`src/rtl/busPkg.sv`:
```
package busPkg;

  // A cache line is four 32-bit words moved as one INCR4 burst
  localparam int LINE_BEATS = 4;

  ////////////////////
  // AHB-Lite encodings
  ////////////////////

  typedef enum logic [1:0] {
    TRANS_IDLE   = 2'b00,
    TRANS_BUSY   = 2'b01,
    TRANS_NONSEQ = 2'b10,
    TRANS_SEQ    = 2'b11
  } htransT;

  // Only the two burst kinds the sequencers generate
  typedef enum logic [2:0] {
    BURST_SINGLE = 3'b000,
    BURST_INCR4  = 3'b011
  } hburstT;

  typedef enum logic [2:0] {
    SIZE_BYTE = 3'b000,
    SIZE_HALF = 3'b001,
    SIZE_WORD = 3'b010
  } hsizeT;

  // Owner of the shared master port
  typedef enum logic [1:0] {IDLE, MEMREAD, MEMWRITE, INSTRREAD} busStateT;

  ////////////////////
  // Requests and beats
  ////////////////////

  typedef struct packed {
    logic [31:0] addr;
    logic        single;
  } fetchReqT;

  typedef struct packed {
    logic [31:0]                 addr;
    logic                        write;
    logic                        single;
    hsizeT                       size;
    logic [LINE_BEATS-1:0][31:0] wdata;
  } dataReqT;

  typedef struct packed {
    logic [LINE_BEATS-1:0][31:0] words;
  } lineRespT;

  // One address phase as offered by a sequencer
  typedef struct packed {
    logic [31:0] addr;
    htransT      trans;
    hburstT      burst;
    hsizeT       size;
    logic        write;
    logic [31:0] wdata;
  } beatReqT;

endpackage

```
`src/rtl/lineSequencer.sv`:
```
`timescale 1ns/100ps

module lineSequencer #(
  parameter type reqT = busPkg::fetchReqT
) (
  input  logic             clk,
  input  logic             rstN,
  // Requester side
  input  logic             strobe,
  input  reqT              req,
  output logic             busy,
  output logic             done,
  output busPkg::lineRespT line,
  // Arbiter side
  output logic             busRead,
  output logic             busWrite,
  output busPkg::beatReqT  beat,
  output logic             transComplete,
  input  logic             busInit,
  input  logic             busAck,
  input  logic [31:0]      readData
);

  import busPkg::*;

  // One extra bit so the address counter can show that every beat was issued
  localparam int CNT_W = $clog2(LINE_BEATS) + 1;

  reqT      reqQ;
  lineRespT lineBuf;

  logic             active;
  logic             isWrite;
  logic [CNT_W-1:0] addrCnt;
  logic [CNT_W-1:0] dataCnt;
  logic [CNT_W-1:0] numBeats;
  logic             addrPending;
  logic [CNT_W-2:0] addrIdx;

  logic                        reqWrite;
  hsizeT                       reqSize;
  logic [LINE_BEATS-1:0][31:0] reqWords;

  ////////////////////
  // Payload fields
  ////////////////////

  // Write flag, size and write words exist only in a load/store request
  generate
    if ($bits(reqT) > $bits(fetchReqT)) begin : gStorePayload
      dataReqT inReq;
      dataReqT heldReq;
      assign inReq    = dataReqT'(req);
      assign heldReq  = dataReqT'(reqQ);
      assign reqWrite = inReq.write;
      assign reqSize  = heldReq.size;
      assign reqWords = heldReq.wdata;
    end else begin : gFetchPayload
      // Instruction fetches are always word reads
      assign reqWrite = 1'b0;
      assign reqSize  = SIZE_WORD;
      assign reqWords = '0;
    end
  endgenerate

  ////////////////////
  // Beat counters
  ////////////////////

  always_ff @(posedge clk or negedge rstN) begin
    if (!rstN) begin
      active  <= 1'b0;
      isWrite <= 1'b0;
      addrCnt <= '0;
      dataCnt <= '0;
      done    <= 1'b0;
    end else begin
      done <= transComplete;
      if (strobe) begin
        active  <= 1'b1;
        isWrite <= reqWrite;
        addrCnt <= '0;
        dataCnt <= '0;
      end else begin
        // The address phase is taken on the grant cycle and on every ack after it
        if ((busInit || busAck) && addrPending) addrCnt <= addrCnt + 1'b1;
        if (active && busAck) dataCnt <= dataCnt + 1'b1;
        if (transComplete) active <= 1'b0;
      end
    end
  end

  // Request copy and read words carry no reset
  always_ff @(posedge clk) begin
    if (strobe) reqQ <= req;
    if (active && busAck && !isWrite) lineBuf.words[dataCnt[CNT_W-2:0]] <= readData;
  end

  assign numBeats    = reqQ.single ? CNT_W'(1) : CNT_W'(LINE_BEATS);
  assign addrPending = active && (addrCnt < numBeats);
  assign addrIdx     = addrCnt[CNT_W-2:0];

  ////////////////////
  // Beat generation
  ////////////////////

  always_comb begin
    beat.addr  = reqQ.addr + 32'({addrIdx, 2'b00});
    // First beat opens the burst and the rest continue it
    if (!addrPending) beat.trans = TRANS_IDLE;
    else if (addrCnt == '0) beat.trans = TRANS_NONSEQ;
    else beat.trans = TRANS_SEQ;
    beat.burst = reqQ.single ? BURST_SINGLE : BURST_INCR4;
    beat.size  = reqQ.single ? reqSize : SIZE_WORD;
    beat.write = isWrite;
    beat.wdata = reqWords[addrIdx];
  end

  // Last data phase of the run is acked in this cycle
  assign transComplete = active && busAck && (dataCnt == numBeats - 1'b1);

  assign busRead  = active && !isWrite;
  assign busWrite = active && isWrite;
  assign busy     = active;
  assign line     = lineBuf;

endmodule

```
`config.mk`:
```
export PLATFORM = sky130hd
export DESIGN_NAME = lineSequencer
export DESIGN_NICKNAME = d
export VERILOG_FILES = /design/src/rtl/busPkg.sv /design/src/rtl/lineSequencer.sv
export SDC_FILE = /design/constraint.sdc
export NUM_CORES = 1
export LEC_CHECK = 0
export ABC_AREA = 1
export BUFFER_PORTS_ARGS = -buffer_cell sky130_fd_sc_hd__buf_2
export CORE_AREA = 5 5 155 157
export CTS_BUF_LIST = sky130_fd_sc_hd__clkbuf_4
export DETAILED_ROUTE_END_ITERATION = 6
export DIE_AREA = 0 0 160 162
export GPL_TIMING_DRIVEN = 0
export RECOVER_POWER = 25
export SLEW_MARGIN = 20
export SYNTH_ARGS = -nofsm -noshare
export SYNTH_HDL_FRONTEND = slang
export SYNTH_SLANG_ARGS = --single-unit
export TNS_END_PERCENT = 100
```
`constraint.sdc`:
```
create_clock -name clk -period 2.4 [get_ports clk]
set_input_delay 0.24 -clock clk [delete_from_list [all_inputs] [get_ports clk]]
set_output_delay 0.24 -clock clk [all_outputs]
set_load 0.01 [all_outputs]
```
==> impl_metrics.tcl <==
set metrics [dict create \
    synth_area_leaders "edfxtp_1 (73%), nand2_1 (5.5%), buf_4 (5.0%)" \
    area_growth_pct 46.9 \
    dr.pass1.iters 4 \
    cellPowerDensity_mw_per_mm2 665 \
    avgSynthCellArea_sq_um 14.4 \
    yosysTopAreaCellShare_pct 73.3 \
    synth-seq-cells 169 \
    clkTransAtPathRegs_ns 0.18 \
    grt_pass1_vias 4969 \
    cp.arrival_ns 2.21 \
    final_hold_viol_count 0 \
    reg2reg_slack_ns 0.51 \
    syn-instance-count 459 \
    drt_iter0_drc 202 \
    setup_viol 10 \
    ys_types 24 \
    end_kind "output pin" \
    cts_tree "yes" \
    seq_area_sq_mm 0.00504 \
    crit_type "register to output pin" \
    critPathMaxFanout 5 \
    worstHoldPathType "input port to register" \
    r2r-start "busy" \
    clock_sinks 169 \
    final_common_cell "buf_2" \
    synth-main-ff-cell "edfxtp_1" \
    die_w_microns 160 \
    final_antenna_net_count 0 \
    synth-edff-count 161 \
    worstHoldPathCells 5 \
    r2r_cells 3 \
    drc 0 \
    fmax_ghz 0.408 \
    start_util_pct 29.5 \
    tightest_slew_ns 0.901 \
    dp_hpwl_microns 12900 \
    post-place-ws_ns 0.217 \
    grt_antenna_before_repair 2 \
    cts_root_buffer "clkbuf_4" \
    drv_cap 0 \
    cts-htree-levels 4 \
    drv_slew 0 \
    setup_ws_ns -0.0500 \
    finalNetCount 920 \
    clock_path_buffers 2 \
    cp.required_ns 2.16 \
    grt_remaining_overflow 0 \
    timing.rr.end "line[4]" \
    dieArea_sq_mm 0.0259 \
    slew_headroom_pct 39.9 \
    rsz0062_at_grt "yes" \
    grt.total_usage_pct 13.7 \
    portBuffers 237 \
    wl_per_cell_microns 15.8 \
    wirelength_microns 18000 \
    async_flop_share_pct 4.73 \
    fin_tns_setup_ns -0.253 \
    netlist_area_sq_mm 0.00660 \
    start_kind "register" \
    synth_top_area_cell "edfxtp_1" \
    hp-start "busInit" \
    multi_input_area_sq_mm 0.00145 \
    core_area_sq_mm 0.0224 \
    drive_above_1_share_pct 40.9 \
    post-route-period-util_pct 102 \
    nFillCells 2058 \
    whs_endpoint "addrCnt[0]" \
    routabilityCongestion 0.787 \
    io_pins 276 \
    status "finished with violations" \
    viasPerCell 4.10 \
    vias 4675 \
    violations "negative setup slack" \
    skew_ns 0.0270 \
    die_h_microns 162 \
    cts_buffers 17 \
    layout_common_cells "buf_2 (208), edfxtp_1 (161), nand2_1 (92)" \
    ir_worst_vdd_mv 0.629 \
    grt_max_degree 38 \
    power_leakage_nw 4.05 \
    rows 55 \
    insertion_delay_ns 0.57 \
    synth_warnings 0 \
    grt_pass1_wl_microns 27800 \
    period_needed_ns 2.45 \
    yosysSeqAreaShare_pct 76.3 \
]
[layer usage]
layer	part of all wire [%]	vias up	GRT usage, %	routed length [microns]
met4	1.8	0	4.69	329
met1	37	2142	14.8	6760
met2	47	249	22.8	8540
met3	13	20	7.76	2410
met5	0	-	0	0
li1	-	2264	-	-
[synth_stat cells (3+ instances only)]
master / instances
a21oi_1: 3
buf_4: 44
dfrtp_1: 8
edfxtp_1: 161
ha_1: 9
inv_1: 23
nand2_1: 96
nand2_2: 3
nand3_1: 9
nand3b_1: 11
nor2_1: 52
nor2_2: 5
o21ai_0: 5
xnor2_1: 7
xor2_1: 9
[timing repair]
| item | in CTS | in global routing |
|---|---|---|
| hold buffers | 67 | 0 |
| pin swaps | 9 | 9 |
| setup buffers | 9 | 9 |
| hold endpoints to repair | 169 | 0 |
| endpoints found under the setup margin | 22 | 24 |
| resized for setup | 22 | 20 |
[flip-flops by register name (all words and copies together) (netlist names)]
register  cells
line        128
done          1
addrCnt       3
reqQ         33
dataCnt       3
busy          1
[final cells by class]
cell class | instances | area share, %
Sequential cell | 169 | 52.0
Timing Repair Buffer | 326 | 21.4
Multi-Input combinational cell | 257 | 15.0
Tap cell | 285 | 3.68
Buffer | 44 | 3.41
Clock inverter | 15 | 2.20
Clock buffer | 17 | 1.32
Inverter | 25 | 1.05
Antenna cell | 2 | 0.0517
[worst max-delay path, cell delays in order, from the launching register on]
cell,delay [ns]
edfxtp_1,0.46
buf_6,0.14
fa_2,0.42
nand3_4,0.14
buf_4,0.14
buf_4,0.09
xnor2_1,0.10
buf_2,0.15
[logic make-up (layout without fill, tap and decap cells)]
logic type / Yosys count / count (layout) / synth area share [%]
adders and majority gates: 10 / 10 / 2.01
xor gates and xnor gates: 16 / 16 / 2.12
and+or+nand+nor: 184 / 184 / 12.3
DFF: 169 / 169 / 76.3
buffers and inverters: 69 / 427 / 6.43
AOI/OAI and AO/OA: 9 / 9 / 0.721
other: 2 / 40 / 0.114
[how the worst max path moves through the flow]
stage | depth (start not counted) | start | end | slack, ns
after CTS | 8 | addrCnt[0] | beat[59] | -0.14
after detailed placement | 7 | addrCnt[0] | beat[57] | 0.22
final | 7 | reqQ[4] | beat[47] | -0.05
after global placement | 4 | busy | dataCnt[2] | -1.29
after floorplan | 4 | dataCnt[0] | line[64] | -0.06
after global routing | 8 | reqQ[4] | beat[59] | -0.18
[power breakdown]
group / switching [mW] / internal (mW)
Clock: 1.31 / 0.543
Sequential: 0.0975 / 3.43
Combinational: 0.577 / 0.487
Total: 1.98 / 4.46
[stage by stage]
stage / instances / cell area, sq um / total power [mW] / hold WS (ns) / util [%]
6_report: 1140 / 9690 / 6.44 / 0.175 / 43.3
5_1_grt: 1140 / 9690 / 6.77 / 0.168 / 43.3
4_1_cts: 1129 / 9560 / 6.49 / 0.105 / 42.8
3_5_place_dp: 1021 / 8390 / 4.45 / 0.104 / 37.5
3_3_place_gp: 1017 / 8270 / 4.41 / 0.104 / 37.0
2_1_floorplan: 495 / 6730 / 4.03 / -0.0556 / -
(Power assumes the default switching activity.)
