[src/rtl/busPkg.sv]
package busPkg;

  // A cache line is four 32-bit words moved as one INCR4 burst
  localparam int LINE_BEATS = 4;

  ////////////////////
  // AHB-Lite encodings
  ////////////////////

  typedef enum logic [1:0] {
    TRANS_IDLE   = 2'b00,
    TRANS_BUSY   = 2'b01,
    TRANS_NONSEQ = 2'b10,
    TRANS_SEQ    = 2'b11
  } htransT;

  // Only the two burst kinds the sequencers generate
  typedef enum logic [2:0] {
    BURST_SINGLE = 3'b000,
    BURST_INCR4  = 3'b011
  } hburstT;

  typedef enum logic [2:0] {
    SIZE_BYTE = 3'b000,
    SIZE_HALF = 3'b001,
    SIZE_WORD = 3'b010
  } hsizeT;

  // Owner of the shared master port
  typedef enum logic [1:0] {IDLE, MEMREAD, MEMWRITE, INSTRREAD} busStateT;

  ////////////////////
  // Requests and beats
  ////////////////////

  typedef struct packed {
    logic [31:0] addr;
    logic        single;
  } fetchReqT;

  typedef struct packed {
    logic [31:0]                 addr;
    logic                        write;
    logic                        single;
    hsizeT                       size;
    logic [LINE_BEATS-1:0][31:0] wdata;
  } dataReqT;

  typedef struct packed {
    logic [LINE_BEATS-1:0][31:0] words;
  } lineRespT;

  // One address phase as offered by a sequencer
  typedef struct packed {
    logic [31:0] addr;
    htransT      trans;
    hburstT      burst;
    hsizeT       size;
    logic        write;
    logic [31:0] wdata;
  } beatReqT;

endpackage

[src/rtl/ahbArbiter.sv]
`timescale 1ns/100ps

module ahbArbiter (
  input  logic            clk,
  input  logic            rstN,
  // Instruction fetch sequencer
  input  logic            ifuRead,
  input  busPkg::beatReqT ifuBeat,
  input  logic            ifuComplete,
  output logic            ifuInit,
  output logic            ifuAck,
  // Load/store sequencer
  input  logic            lsuRead,
  input  logic            lsuWrite,
  input  busPkg::beatReqT lsuBeat,
  input  logic            lsuComplete,
  output logic            lsuInit,
  output logic            lsuAck,
  output logic [31:0]     busReadData,
  // AHB-Lite master port
  input  logic [31:0]     HRDATA,
  input  logic            HREADY,
  output logic [31:0]     HADDR,
  output logic [31:0]     HWDATA,
  output logic            HWRITE,
  output busPkg::hsizeT   HSIZE,
  output busPkg::hburstT  HBURST,
  output busPkg::htransT  HTRANS,
  output logic [3:0]      HPROT,
  // Data-phase copies of the address phase for byte lanes
  output logic [1:0]      HADDRD,
  output busPkg::hsizeT   HSIZED,
  output logic            HWRITED
);

  import busPkg::*;

  busStateT busState;
  busStateT nextBusState;
  logic     grantData;
  logic     granted;
  beatReqT  grantBeat;

  ////////////////////
  // Grant decision
  ////////////////////

  always_ff @(posedge clk or negedge rstN) begin
    if (!rstN) begin
      busState <= IDLE;
    end else begin
      busState <= nextBusState;
    end
  end

  // Data goes before instructions, but an owner keeps the bus until its
  // last beat completes and the waiting side then takes over directly
  always_comb begin
    case (busState)
      IDLE: begin
        if (lsuRead) nextBusState = MEMREAD;
        else if (lsuWrite) nextBusState = MEMWRITE;
        else if (ifuRead) nextBusState = INSTRREAD;
        else nextBusState = IDLE;
      end
      MEMREAD, MEMWRITE: begin
        if (lsuComplete && ifuRead) nextBusState = INSTRREAD;
        else if (lsuComplete) nextBusState = IDLE;
        else nextBusState = busState;
      end
      INSTRREAD: begin
        if (ifuComplete && lsuRead) nextBusState = MEMREAD;
        else if (ifuComplete && lsuWrite) nextBusState = MEMWRITE;
        else if (ifuComplete) nextBusState = IDLE;
        else nextBusState = INSTRREAD;
      end
      default: nextBusState = IDLE;
    endcase
  end

  ////////////////////
  // Address phase
  ////////////////////

  // The next owner drives the address phase, so a new grant starts at once
  assign grantData = (nextBusState == MEMREAD) || (nextBusState == MEMWRITE);
  assign granted   = (nextBusState != IDLE);
  assign grantBeat = grantData ? lsuBeat : ifuBeat;

  assign HADDR  = grantBeat.addr;
  assign HTRANS = granted ? grantBeat.trans : TRANS_IDLE;
  assign HBURST = grantBeat.burst;
  assign HSIZE  = grantBeat.size;
  assign HWRITE = granted && grantBeat.write;
  // Privileged data access for every transfer
  assign HPROT  = 4'b0011;

  ////////////////////
  // Data phase
  ////////////////////

  // Write data follows its address phase by one accepted cycle
  always_ff @(posedge clk) begin
    if (lsuInit || lsuAck) HWDATA <= lsuBeat.wdata;
  end

  // Only an accepted address phase moves into the data phase
  always_ff @(posedge clk) begin
    if (HREADY) begin
      HADDRD <= HADDR[1:0];
      HSIZED <= HSIZE;
    end
  end

  always_ff @(posedge clk or negedge rstN) begin
    if (!rstN) begin
      HWRITED <= 1'b0;
    end else if (HREADY) begin
      HWRITED <= HWRITE;
    end
  end

  ////////////////////
  // Result routing
  ////////////////////

  assign busReadData = HRDATA;

  // Init marks the first cycle of a grant and ack belongs to the current owner
  assign ifuInit = (busState != INSTRREAD) && (nextBusState == INSTRREAD);
  assign lsuInit = ((busState != MEMREAD) && (nextBusState == MEMREAD)) ||
                   ((busState != MEMWRITE) && (nextBusState == MEMWRITE));
  assign ifuAck  = HREADY && (busState == INSTRREAD);
  assign lsuAck  = HREADY && ((busState == MEMREAD) || (busState == MEMWRITE));

endmodule

[config.mk]
export PLATFORM = sky130hd
export DESIGN_NAME = ahbArbiter
export DESIGN_NICKNAME = d
export VERILOG_FILES = /design/src/rtl/busPkg.sv /design/src/rtl/ahbArbiter.sv
export SDC_FILE = /design/constraint.sdc
export NUM_CORES = 1
export LEC_CHECK = 0
export ABC_CLOCK_PERIOD_IN_PS = 6700
export BUFFER_PORTS_ARGS = -buffer_cell sky130_fd_sc_hd__buf_2
export CAP_MARGIN = 30
export CELL_PAD_IN_SITES_DETAIL_PLACEMENT = 1
export CELL_PAD_IN_SITES_GLOBAL_PLACEMENT = 2
export CORE_MARGIN = 2
export CORE_UTILIZATION = 17
export CTS_BUF_LIST = sky130_fd_sc_hd__clkbuf_2
export DETAILED_ROUTE_END_ITERATION = 7
export PLACE_DENSITY = 0.9
export SYNTH_ARGS = -nofsm -noshare
export SYNTH_HDL_FRONTEND = slang
export SYNTH_SLANG_ARGS = --single-unit
[constraint.sdc]
create_clock -name clk -period 6.7 [get_ports clk]
set_input_delay 1.005 -clock clk [delete_from_list [all_inputs] [get_ports clk]]
set_output_delay 1.005 -clock clk [all_outputs]
set_load 0.005 [all_outputs]
==> results_dict.tcl, run 1 <==
set metrics [dict create \
    drive_above_1_share 0.770 \
    path_clk_slew_ns 0.19 \
    switching_share 0.378 \
    place_area_um2 3180 \
    numCtsBuffers 5 \
    fp.dieW_um 119 \
    grt_pass1_wl_mm 9.87 \
    p_sw_mw 0.683 \
    synth_cell_type_count 23 \
    fin_tns_setup_ns 0 \
    core_um2 13100 \
    yosysMostFrequentCell "mux2_2" \
    synth_top_area_share 0.494 \
    grt_pass1_vias 1988 \
    start_util 0.172 \
    p_int_mw 1.12 \
    cp_data_required_time_ns 5.69 \
    instances_no_fill 511 \
    outcome "finished clean" \
    clk_latency_ns 0.37 \
    synth_area_um2 2250 \
    ir_drop_uv 285 \
    nets 528 \
    cp-end-kind "output pin" \
    hold_class "input pin to asynchronous set/reset pin" \
    synth.avg_cell_area_um2 14.0 \
    rsz0062_at_grt "no" \
    fmax_mhz 260 \
    r2r_start "busState[0]" \
    drv_cap 0 \
    post_drt_wl_per_cell_um 12.7 \
    reg2reg_depth 9 \
    grt_start_max_net_pins 42 \
    clockBufferDepth 2 \
    antenna_found_initial 0 \
    io_pins 305 \
    p_leak_nw 1.56 \
    dp_cells 502 \
    antennaDiodeCount 0 \
    firstDrtPassIters 4 \
    synth_top_flop_cell "edfxtp_1" \
    setup_viol 0 \
    overflow 0 \
    numClockSinks 40 \
    cts_setup_buffers 0 \
    fp.dieH_um 119 \
    synth_largest_area_cell "edfxtp_1" \
    fin_crit_ns 3.84 \
    root_buffer "clkbuf_2" \
    cts_resized 0 \
    row_count 42 \
    async_flop_share 0.0750 \
    combPwrFrac 0.664 \
    yosysWarningCount 0 \
    antenna_left 0 \
    p_total_mw 1.81 \
    p_per_area_nw_per_um2 557 \
    final_util 0.248 \
    r2r-end "HWDATA[0]" \
    worstSetupStartpointType "register" \
    post-route-period-util 0.574 \
    yosys-top-cells-area "edfxtp_1 49%, mux2_2 21%, buf_4 13%" \
    h-tree-depth 2 \
    tightest_slew_ns 0.725 \
    syn_to_final_growth_pct 44.2 \
    critical_path.startpoint "busState[0]" \
    yosys_register_bits 40 \
    port_buffers 204 \
    cp_max_fo 39 \
    die_area_um2 14200 \
    yosys-top-cells-count "41 x mux2_2, 38 x buf_4, 37 x edfxtp_1, 8 x ha_1, 4 x inv_1" \
    synth_edf_count 37 \
    seqPwrFrac 0.281 \
    clock_power_share 0.055 \
    cp.arrival_ns 2.84 \
    ys_seq_area_frac 0.527 \
    fill_cells 1555 \
    viasPerCell 3.72 \
    drc 0 \
    crit_path_end "HADDR[0]" \
    vias 1901 \
    grt_usage 0.0858 \
    max_slew_margin 0.517 \
    drtIter0Drc 56 \
    dp_hpwl_mm 5.61 \
    tritoncts "built" \
    cts_hold_buf 0 \
    final_max_slew_viol_count 0 \
    crit_type "register to output pin" \
    syn_inst 161 \
    drt_wl_total_mm 6.51 \
    hold_violations 0 \
    skew_ns 0.0217 \
    stdcell_area_um2 3240 \
    place.gp.congestion 0.719 \
    regToRegSetupSlack_ns 3.97 \
]
## how the worst min path moves through the flow
stage             endpoint  slack (ns)  depth (start not counted)
6_report       busState[1]        0.39                          1
5_1_grt        busState[0]        0.34                          1
4_1_cts        busState[0]        0.35                          1
3_5_place_dp       HWRITED        0.50                          1
3_3_place_gp       HWRITED        0.50                          1
2_1_floorplan      HWRITED        0.51                          1
## placed cells by master (no fill, tap or decap), types with 2 or more instances in the layout
master | netlist | routed
dfrtp_1 | 3 | 3
mux2_2 | 41 | 41
edfxtp_1 | 37 | 37
mux2i_1 | 3 | 3
ha_1 | 8 | 7
and2_1 | 2 | 2
a21oi_1 | 3 | 3
clkbuf_2 | 0 | 6
inv_1 | 4 | 4
nor2_1 | 3 | 3
nand2_1 | 2 | 2
buf_2 | 0 | 204
nor2b_1 | 3 | 3
conb_1 | 2 | 4
## worst max-delay path, stage by stage (launching register included)
cell and delay (ns):
dfrtp_1 0.46, inv_1 0.10, ha_1 0.26, o21ai_0 0.10, a21oi_1 0.18, o21ba_2 0.20, ha_2 0.39, buf_12 0.25
mux2_2 0.38, buf_2 0.13
## final cells by class
cell class,count,area (um^2),share of cell area
flip-flops and latches,40,1190,0.366
multi-input cells,78,739,0.228
inverters,4,15.0,0.00463
clock buffers,6,30.0,0.00926
clock inverters,2,12.5,0.00386
repair buffers,205,1040,0.321
well taps,176,220,0.0679
## per-layer routing
metal  vias to the layer above  track usage  part of all wire
met5                         -            0                 0
met2                       155        0.159              0.49
li1                        872            -                 -
met1                       859       0.0916              0.36
met4                         0       0.0327             0.018
met3                        15       0.0235              0.13
## power groups by stage
stage,logic [mW],registers [mW],clock network [mW]
2_1_floorplan,0.759,0.528,0
3_3_place_gp,1.16,0.508,0
3_5_place_dp,1.20,0.519,0
4_1_cts,1.20,0.511,0.106
5_1_grt,1.32,0.520,0.116
6_report,1.20,0.508,0.0989
## through the flow
step           hold slack, ns  worst slack (ns)
2_1_floorplan           0.505              3.30
3_3_place_gp            0.497              2.46
3_5_place_dp            0.498              2.40
4_1_cts                 0.351              2.28
5_1_grt                 0.339              2.57
6_report                0.391              2.86
## cells by family (layout without fill, tap and decap cells)
| family | count (synthesis) | count (layout) | synth area share |
|---|---|---|---|
| other cells | 2 | 4 | 0.00334 |
| mux | 44 | 44 | 0.219 |
| buf+inv | 45 | 217 | 0.148 |
| flops | 40 | 40 | 0.527 |
| fa+ha+maj | 8 | 8 | 0.0445 |
| simple gates | 13 | 13 | 0.0312 |
| compound gates | 9 | 9 | 0.0267 |
## sequential cells by signal, indices dropped and copies added, names as in the netlist
register,count
busState,2
HSIZED,3
HWRITED,1
HADDRD,2
HWDATA,32
Note: power is estimated with default switching activity, not from simulation.
==> run 2: changes to the inputs <==
--- a/config.mk
+++ b/config.mk
@@ -5,16 +5,16 @@
 export SDC_FILE = /design/constraint.sdc
 export NUM_CORES = 1
 export LEC_CHECK = 0
-export ABC_CLOCK_PERIOD_IN_PS = 6700
+export ABC_CLOCK_PERIOD_IN_PS = 3760
 export BUFFER_PORTS_ARGS = -buffer_cell sky130_fd_sc_hd__buf_2
 export CAP_MARGIN = 30
 export CELL_PAD_IN_SITES_DETAIL_PLACEMENT = 1
 export CELL_PAD_IN_SITES_GLOBAL_PLACEMENT = 2
 export CORE_MARGIN = 2
-export CORE_UTILIZATION = 17
+export CORE_UTILIZATION = 15
 export CTS_BUF_LIST = sky130_fd_sc_hd__clkbuf_2
 export DETAILED_ROUTE_END_ITERATION = 7
-export PLACE_DENSITY = 0.9
+export PLACE_DENSITY = 0.81
 export SYNTH_ARGS = -nofsm -noshare
 export SYNTH_HDL_FRONTEND = slang
 export SYNTH_SLANG_ARGS = --single-unit
==> constraint.sdc (replaced) <==
create_clock -name clk -period 3.76 [get_ports clk]
set_input_delay 0.564 -clock clk [delete_from_list [all_inputs] [get_ports clk]]
set_output_delay 0.564 -clock clk [all_outputs]
set_load 0.005 [all_outputs]
==> results_dict.tcl, run 2 (same netlist as run 1, synthesis figures left out) <==
set metrics [dict create \
    outcome "finished clean" \
    post_drt_wl_per_cell_um 16.4 \
    start_util 0.154 \
    fin_crit_ns 3.46 \
    root_buffer "clkbuf_2" \
    port_buffers 204 \
    largest_reg_flops 32 \
    numCtsBuffers 5 \
    reg2reg_depth 9 \
    seqPwrFrac 0.269 \
    min_from "lsuBeat[12]" \
    grt_pass1_vias 2011 \
    drtIter0Drc 24 \
    p_sw_mw 1.28 \
    largest_register "HWDATA" \
    multi_input_area_um2 739 \
    dp_hpwl_mm 7.51 \
    drc 0 \
    p_int_mw 2.07 \
    hold_violations 0 \
    fmax_mhz 289 \
    skew_ns 0.0187 \
    cp-end-kind "output pin" \
    drt_wl_total_mm 8.51 \
    overflow 0 \
    p_leak_nw 1.58 \
    cp_max_fo 39 \
    die_area_um2 16000 \
    post-route-period-util 0.921 \
    final_max_slew_viol_count 0 \
    cp_data_required_time_ns 3.20 \
    p_total_mw 3.35 \
    final_util 0.225 \
    grt_pass1_wl_mm 12.2 \
    r2r_start "busState[0]" \
    row_count 44 \
    layout_common_cells "204 x buf_2, 41 x mux2_2, 37 x edfxtp_1" \
    crit_type "register to output pin" \
    rsz0062_at_grt "no" \
    place.gp.congestion 0.692 \
    tightest_slew_ns 0.713 \
    fin_tns_setup_ns 0 \
    p_per_area_nw_per_um2 1020 \
    largest_registers "HWDATA (32), HSIZED (3)" \
    viasPerCell 3.66 \
    antenna_found_initial 1 \
    max_slew_margin 0.525 \
    numClockSinks 40 \
    stdcell_area_um2 3290 \
    h-tree-depth 2 \
    worstSetupStartpointType "register" \
    grt_usage 0.102 \
    clk_latency_ns 0.39 \
    holdPathStages 1 \
    clockBufferDepth 2 \
    critical_path.startpoint "busState[0]" \
    final_common_cell "buf_2" \
    hold_class "input pin to register" \
    seq_area_um2 1190 \
    clock_power_share 0.076 \
    place_area_um2 3210 \
    antenna_left 0 \
    drv_cap 0 \
    firstDrtPassIters 2 \
    switching_share 0.382 \
    nets 529 \
    fp.dieH_um 126 \
    grt_start_max_net_pins 40 \
    path_clk_slew_ns 0.22 \
    fill_cells 1699 \
    combPwrFrac 0.655 \
    core_um2 14600 \
    fp.dieW_um 126 \
    syn_to_final_growth_pct 46.2 \
    io_pins 305 \
    drive_above_1_share 0.768 \
    tritoncts "built" \
    antennaDiodeCount 0 \
    cts_hold_buf 1 \
    setup_viol 0 \
    cp.arrival_ns 2.90 \
    ir_drop_uv 524 \
    cts_setup_buffers 0 \
    vias 1902 \
    cts_resized 0 \
]
[run 2: cell count changes in the layout (fill, tap and decap cells not counted), sizes merged]
cell         change
dlygate4sd3      +1
clkbuf           -1
bufinv           +1
[run 2: power by group through the flow]
stage	combinational, mW	sequential, mW	clock [mW]
floorplan	1.35	0.941	0
global placement	2.24	0.908	0
detailed placement	2.27	0.923	0
CTS	2.29	0.909	0.275
global route	2.44	0.926	0.291
finish	2.19	0.901	0.255
[run 2: stage by stage]
stage                     setup WS, ns  hold slack, ns  std cells
final                            0.298           0.322        520
after global routing            0.0172           0.256        520
after CTS                        0.179           0.255        520
after detailed placement         0.732           0.377        511
after global placement           0.796           0.376        511
after floorplan                   1.24           0.268        163
[run 2: area by class of cell]
| cell class | instances | area share |
|---|---|---|
| timing repair buffer | 206 | 0.320 |
| tap | 184 | 0.0700 |
| clock inverter | 3 | 0.0129 |
| inverter | 4 | 0.00456 |
| clock buffer | 5 | 0.00761 |
| multi-input combinational | 78 | 0.225 |
| sequential | 40 | 0.361 |
[run 2: worst paths after layout]
path / slack [ns] / endpoint
worst max-delay path: 0.30 / HADDR[25]
worst min-delay path: 0.32 / HWDATA[12]
worst max register to register: 0.96 / HWDATA[17]
worst min register to register: 0.56 / HWRITED
max in group asynchronous: 3.20 / HWRITED
min in group asynchronous: 0.45 / busState[0]
[run 2: per-layer routing]
layer  up-vias  global-route usage  wire length, um
met5         -                   0                0
met4         0              0.0336              167
met3        24              0.0337              990
met2       150               0.190             4320
met1       850               0.108             3030
li1        878                   -                -
[run 2: critical path: stages, from the launching register on]
cell and delay (ns):
dfrtp_1 0.46, inv_1 0.10, ha_1 0.25, o21ai_0 0.12
a21oi_1 0.18, o21ba_2 0.20, ha_2 0.39, buf_12 0.23
mux2_2 0.38, buf_2 0.14
==> run 3: changes to the inputs <==
--- a/config.mk
+++ b/config.mk
@@ -5,16 +5,17 @@
 export SDC_FILE = /design/constraint.sdc
 export NUM_CORES = 1
 export LEC_CHECK = 0
+export ABC_AREA = 1
 export ABC_CLOCK_PERIOD_IN_PS = 3760
 export BUFFER_PORTS_ARGS = -buffer_cell sky130_fd_sc_hd__buf_2
 export CAP_MARGIN = 30
 export CELL_PAD_IN_SITES_DETAIL_PLACEMENT = 1
 export CELL_PAD_IN_SITES_GLOBAL_PLACEMENT = 2
 export CORE_MARGIN = 2
-export CORE_UTILIZATION = 15
+export CORE_UTILIZATION = 14
 export CTS_BUF_LIST = sky130_fd_sc_hd__clkbuf_2
 export DETAILED_ROUTE_END_ITERATION = 7
-export PLACE_DENSITY = 0.81
+export PLACE_DENSITY = 0.82
 export SYNTH_ARGS = -nofsm -noshare
 export SYNTH_HDL_FRONTEND = slang
 export SYNTH_SLANG_ARGS = --single-unit
==> results_dict.tcl, run 3 <==
set metrics [dict create \
    outcome "finished clean" \
    clock_power_share 0.069 \
    nets 631 \
    reg2reg_depth 10 \
    seqPwrFrac 0.242 \
    p_per_area_nw_per_um2 1120 \
    root_buffer "clkbuf_2" \
    drc 0 \
    r2r-end "HWDATA[2]" \
    clk_latency_ns 0.39 \
    crit_type "register to output pin" \
    cts_setup_buffers 0 \
    largest_registers "HWDATA (32), HSIZED (3)" \
    numCtsBuffers 5 \
    tritoncts "built" \
    drv_cap 0 \
    multi_input_area_um2 724 \
    seq_area_um2 1190 \
    post-route-period-util 0.915 \
    path_cells "inv_1 > ha_1 > inv_1 > nor2_1 > o21ai_1 > nand2_1 > ha_1 > inv_2 > buf_4 > nand2_1 > nand2_1 > buf_2" \
    row_count 46 \
    max_slew_margin 0.497 \
    worstSetupStartpointType "register" \
    fill_cells 1994 \
    synth.avg_cell_area_um2 8.61 \
    slowest_delay_ns 0.45 \
    crit_top_cell "nand2_1" \
    h-tree-depth 2 \
    p_leak_nw 1.85 \
    yosys-top-cells-area "edfxtp_1 48%, nand2_1 22%, buf_4 13%" \
    synth_top_area_share 0.485 \
    dpl_worst_slack_ns 0.714 \
    async_flop_share 0.0750 \
    die_area_um2 17400 \
    switching_share 0.493 \
    antenna_left 0 \
    yosysWarningCount 0 \
    hold_violations 0 \
    final_util 0.210 \
    fp.dieW_um 132 \
    io_pins 305 \
    cp.arrival_ns 2.88 \
    r2r_start "busState[0]" \
    post_drt_wl_per_cell_um 14.3 \
    instances_no_fill 654 \
    regToRegSetupSlack_ns 0.92 \
    yosysMostFrequentCell "nand2_1" \
    port_buffers 204 \
    firstDrtPassIters 4 \
    synth_cell_type_count 19 \
    path_clk_slew_ns 0.22 \
    ys_seq_area_frac 0.518 \
    crit_path_end "HADDR[13]" \
    hold_class "input pin to register" \
    dp_hpwl_mm 7.84 \
    drt_wl_total_mm 9.35 \
    cp-end-kind "output pin" \
    grt_usage 0.102 \
    p_total_mw 3.75 \
    synth_edf_count 37 \
    tightest_slew_ns 0.754 \
    p_sw_mw 1.85 \
    start_util 0.144 \
    critical_path.startpoint "busState[0]" \
    final_max_slew_viol_count 0 \
    synth_top_flop_cell "edfxtp_1" \
    grt_pass1_wl_mm 14.0 \
    numClockSinks 40 \
    synth_area_um2 2290 \
    place.gp.congestion 0.821 \
    syn_to_final_growth_pct 46.4 \
    syn_inst 266 \
    core_um2 15900 \
    layout_setup_ws_ns 0.320 \
    clockBufferDepth 2 \
    skew_ns 0.0102 \
    grt_start_max_net_pins 42 \
    place_area_um2 3270 \
    fp.dieH_um 132 \
    layout_common_cells "204 x buf_2, 133 x nand2_1, 37 x edfxtp_1" \
    largest_register "HWDATA" \
    cp_max_fo 30 \
    final_common_cell "buf_2" \
    p_int_mw 1.90 \
    vias 2363 \
    largest_reg_flops 32 \
    drive_above_1_share 0.493 \
    hold_ws_ns 0.326 \
    ir_drop_uv 512 \
    combPwrFrac 0.690 \
    drtIter0Drc 50 \
    yosys_register_bits 40 \
    overflow 0 \
    antenna_found_initial 0 \
    fmax_mhz 291 \
    grt_pass1_vias 2486 \
    fin_crit_ns 3.44 \
    rsz0062_at_grt "no" \
    antennaDiodeCount 0 \
    synth_largest_area_cell "edfxtp_1" \
    yosys-top-cells-count "133 x nand2_1, 40 x buf_4, 37 x edfxtp_1, 14 x inv_1, 9 x nor2_1" \
    dp_cells 645 \
    setup_viol 0 \
    cp_data_required_time_ns 3.20 \
    fin_tns_setup_ns 0 \
    crit_slowest_cell "inv_2" \
    viasPerCell 3.61 \
    stdcell_area_um2 3350 \
]
-- run 3: changes by cell type after synthesis, moves of 3 or more --
cell     before  now
mux2_2       41    0
nor2b_1       3    0
inv_1         4   14
nor2_1        3    9
mux2i_1       3    0
buf_2         0    4
nand2_1       2  133
o21ai_0       1    4
-- run 3: power by group through the flow --
stage | Combinational [mW] | Clock [mW] | Sequential, mW
after floorplan | 1.41 | 0 | 0.945
after global placement | 2.60 | 0 | 0.915
after detailed placement | 2.68 | 0 | 0.928
after CTS | 2.69 | 0.273 | 0.913
after global routing | 2.95 | 0.293 | 0.928
final | 2.59 | 0.258 | 0.907
-- run 3: kinds of logic (layout without fill, tap and decap cells) --
kind of cell,after synthesis,after routing,share of synthesized area
buf+inv,60,230,0.169
fa+ha+maj,8,8,0.0437
other cells,2,4,0.00328
flops,40,40,0.518
compound gates,10,10,0.0235
simple gates,146,146,0.242
-- run 3: routing by layer --
metal,part of all wire,track usage
met5,0,0
met4,0.025,0.0417
met3,0.096,0.0304
met2,0.49,0.184
met1,0.39,0.113
-- run 3: worst min-delay path by stage --
| stage | start | endpoint | slack (ns) | cells past startpoint |
|---|---|---|---|---|
| global placement | rstN | HWRITED | 0.36 | 1 |
| floorplan | rstN | HWRITED | 0.27 | 0 |
| global route | lsuBeat[1] | HWDATA[1] | 0.26 | 1 |
| CTS | lsuBeat[17] | HWDATA[17] | 0.28 | 1 |
| finish | lsuBeat[20] | HWDATA[20] | 0.33 | 1 |
| detailed placement | rstN | HWRITED | 0.37 | 1 |
-- run 3: critical path, delay by kind of cell, from the launching register on --
kind                       cells  cell delay, ns
DFF                            1            0.44
and+or+nand+nor                4            0.32
adders and majority gates      2            0.56
buffers and inverters          5            1.06
AOI/OAI and AO/OA              1            0.11
-- run 3: final cells by class --
cell class,count,area share
flip-flops and latches,40,0.354
inverters,15,0.0168
multi-input cells,168,0.216
clock buffers,5,0.00746
clock inverters,3,0.0127
well taps,216,0.0806
repair buffers,207,0.313
-- run 3: what timing repair did --
action                                  CTS  global route
endpoints found under the setup margin    0             1
resized for setup                         0             1
endpoints found under the hold margin     3             0
hold buffers                              1             0
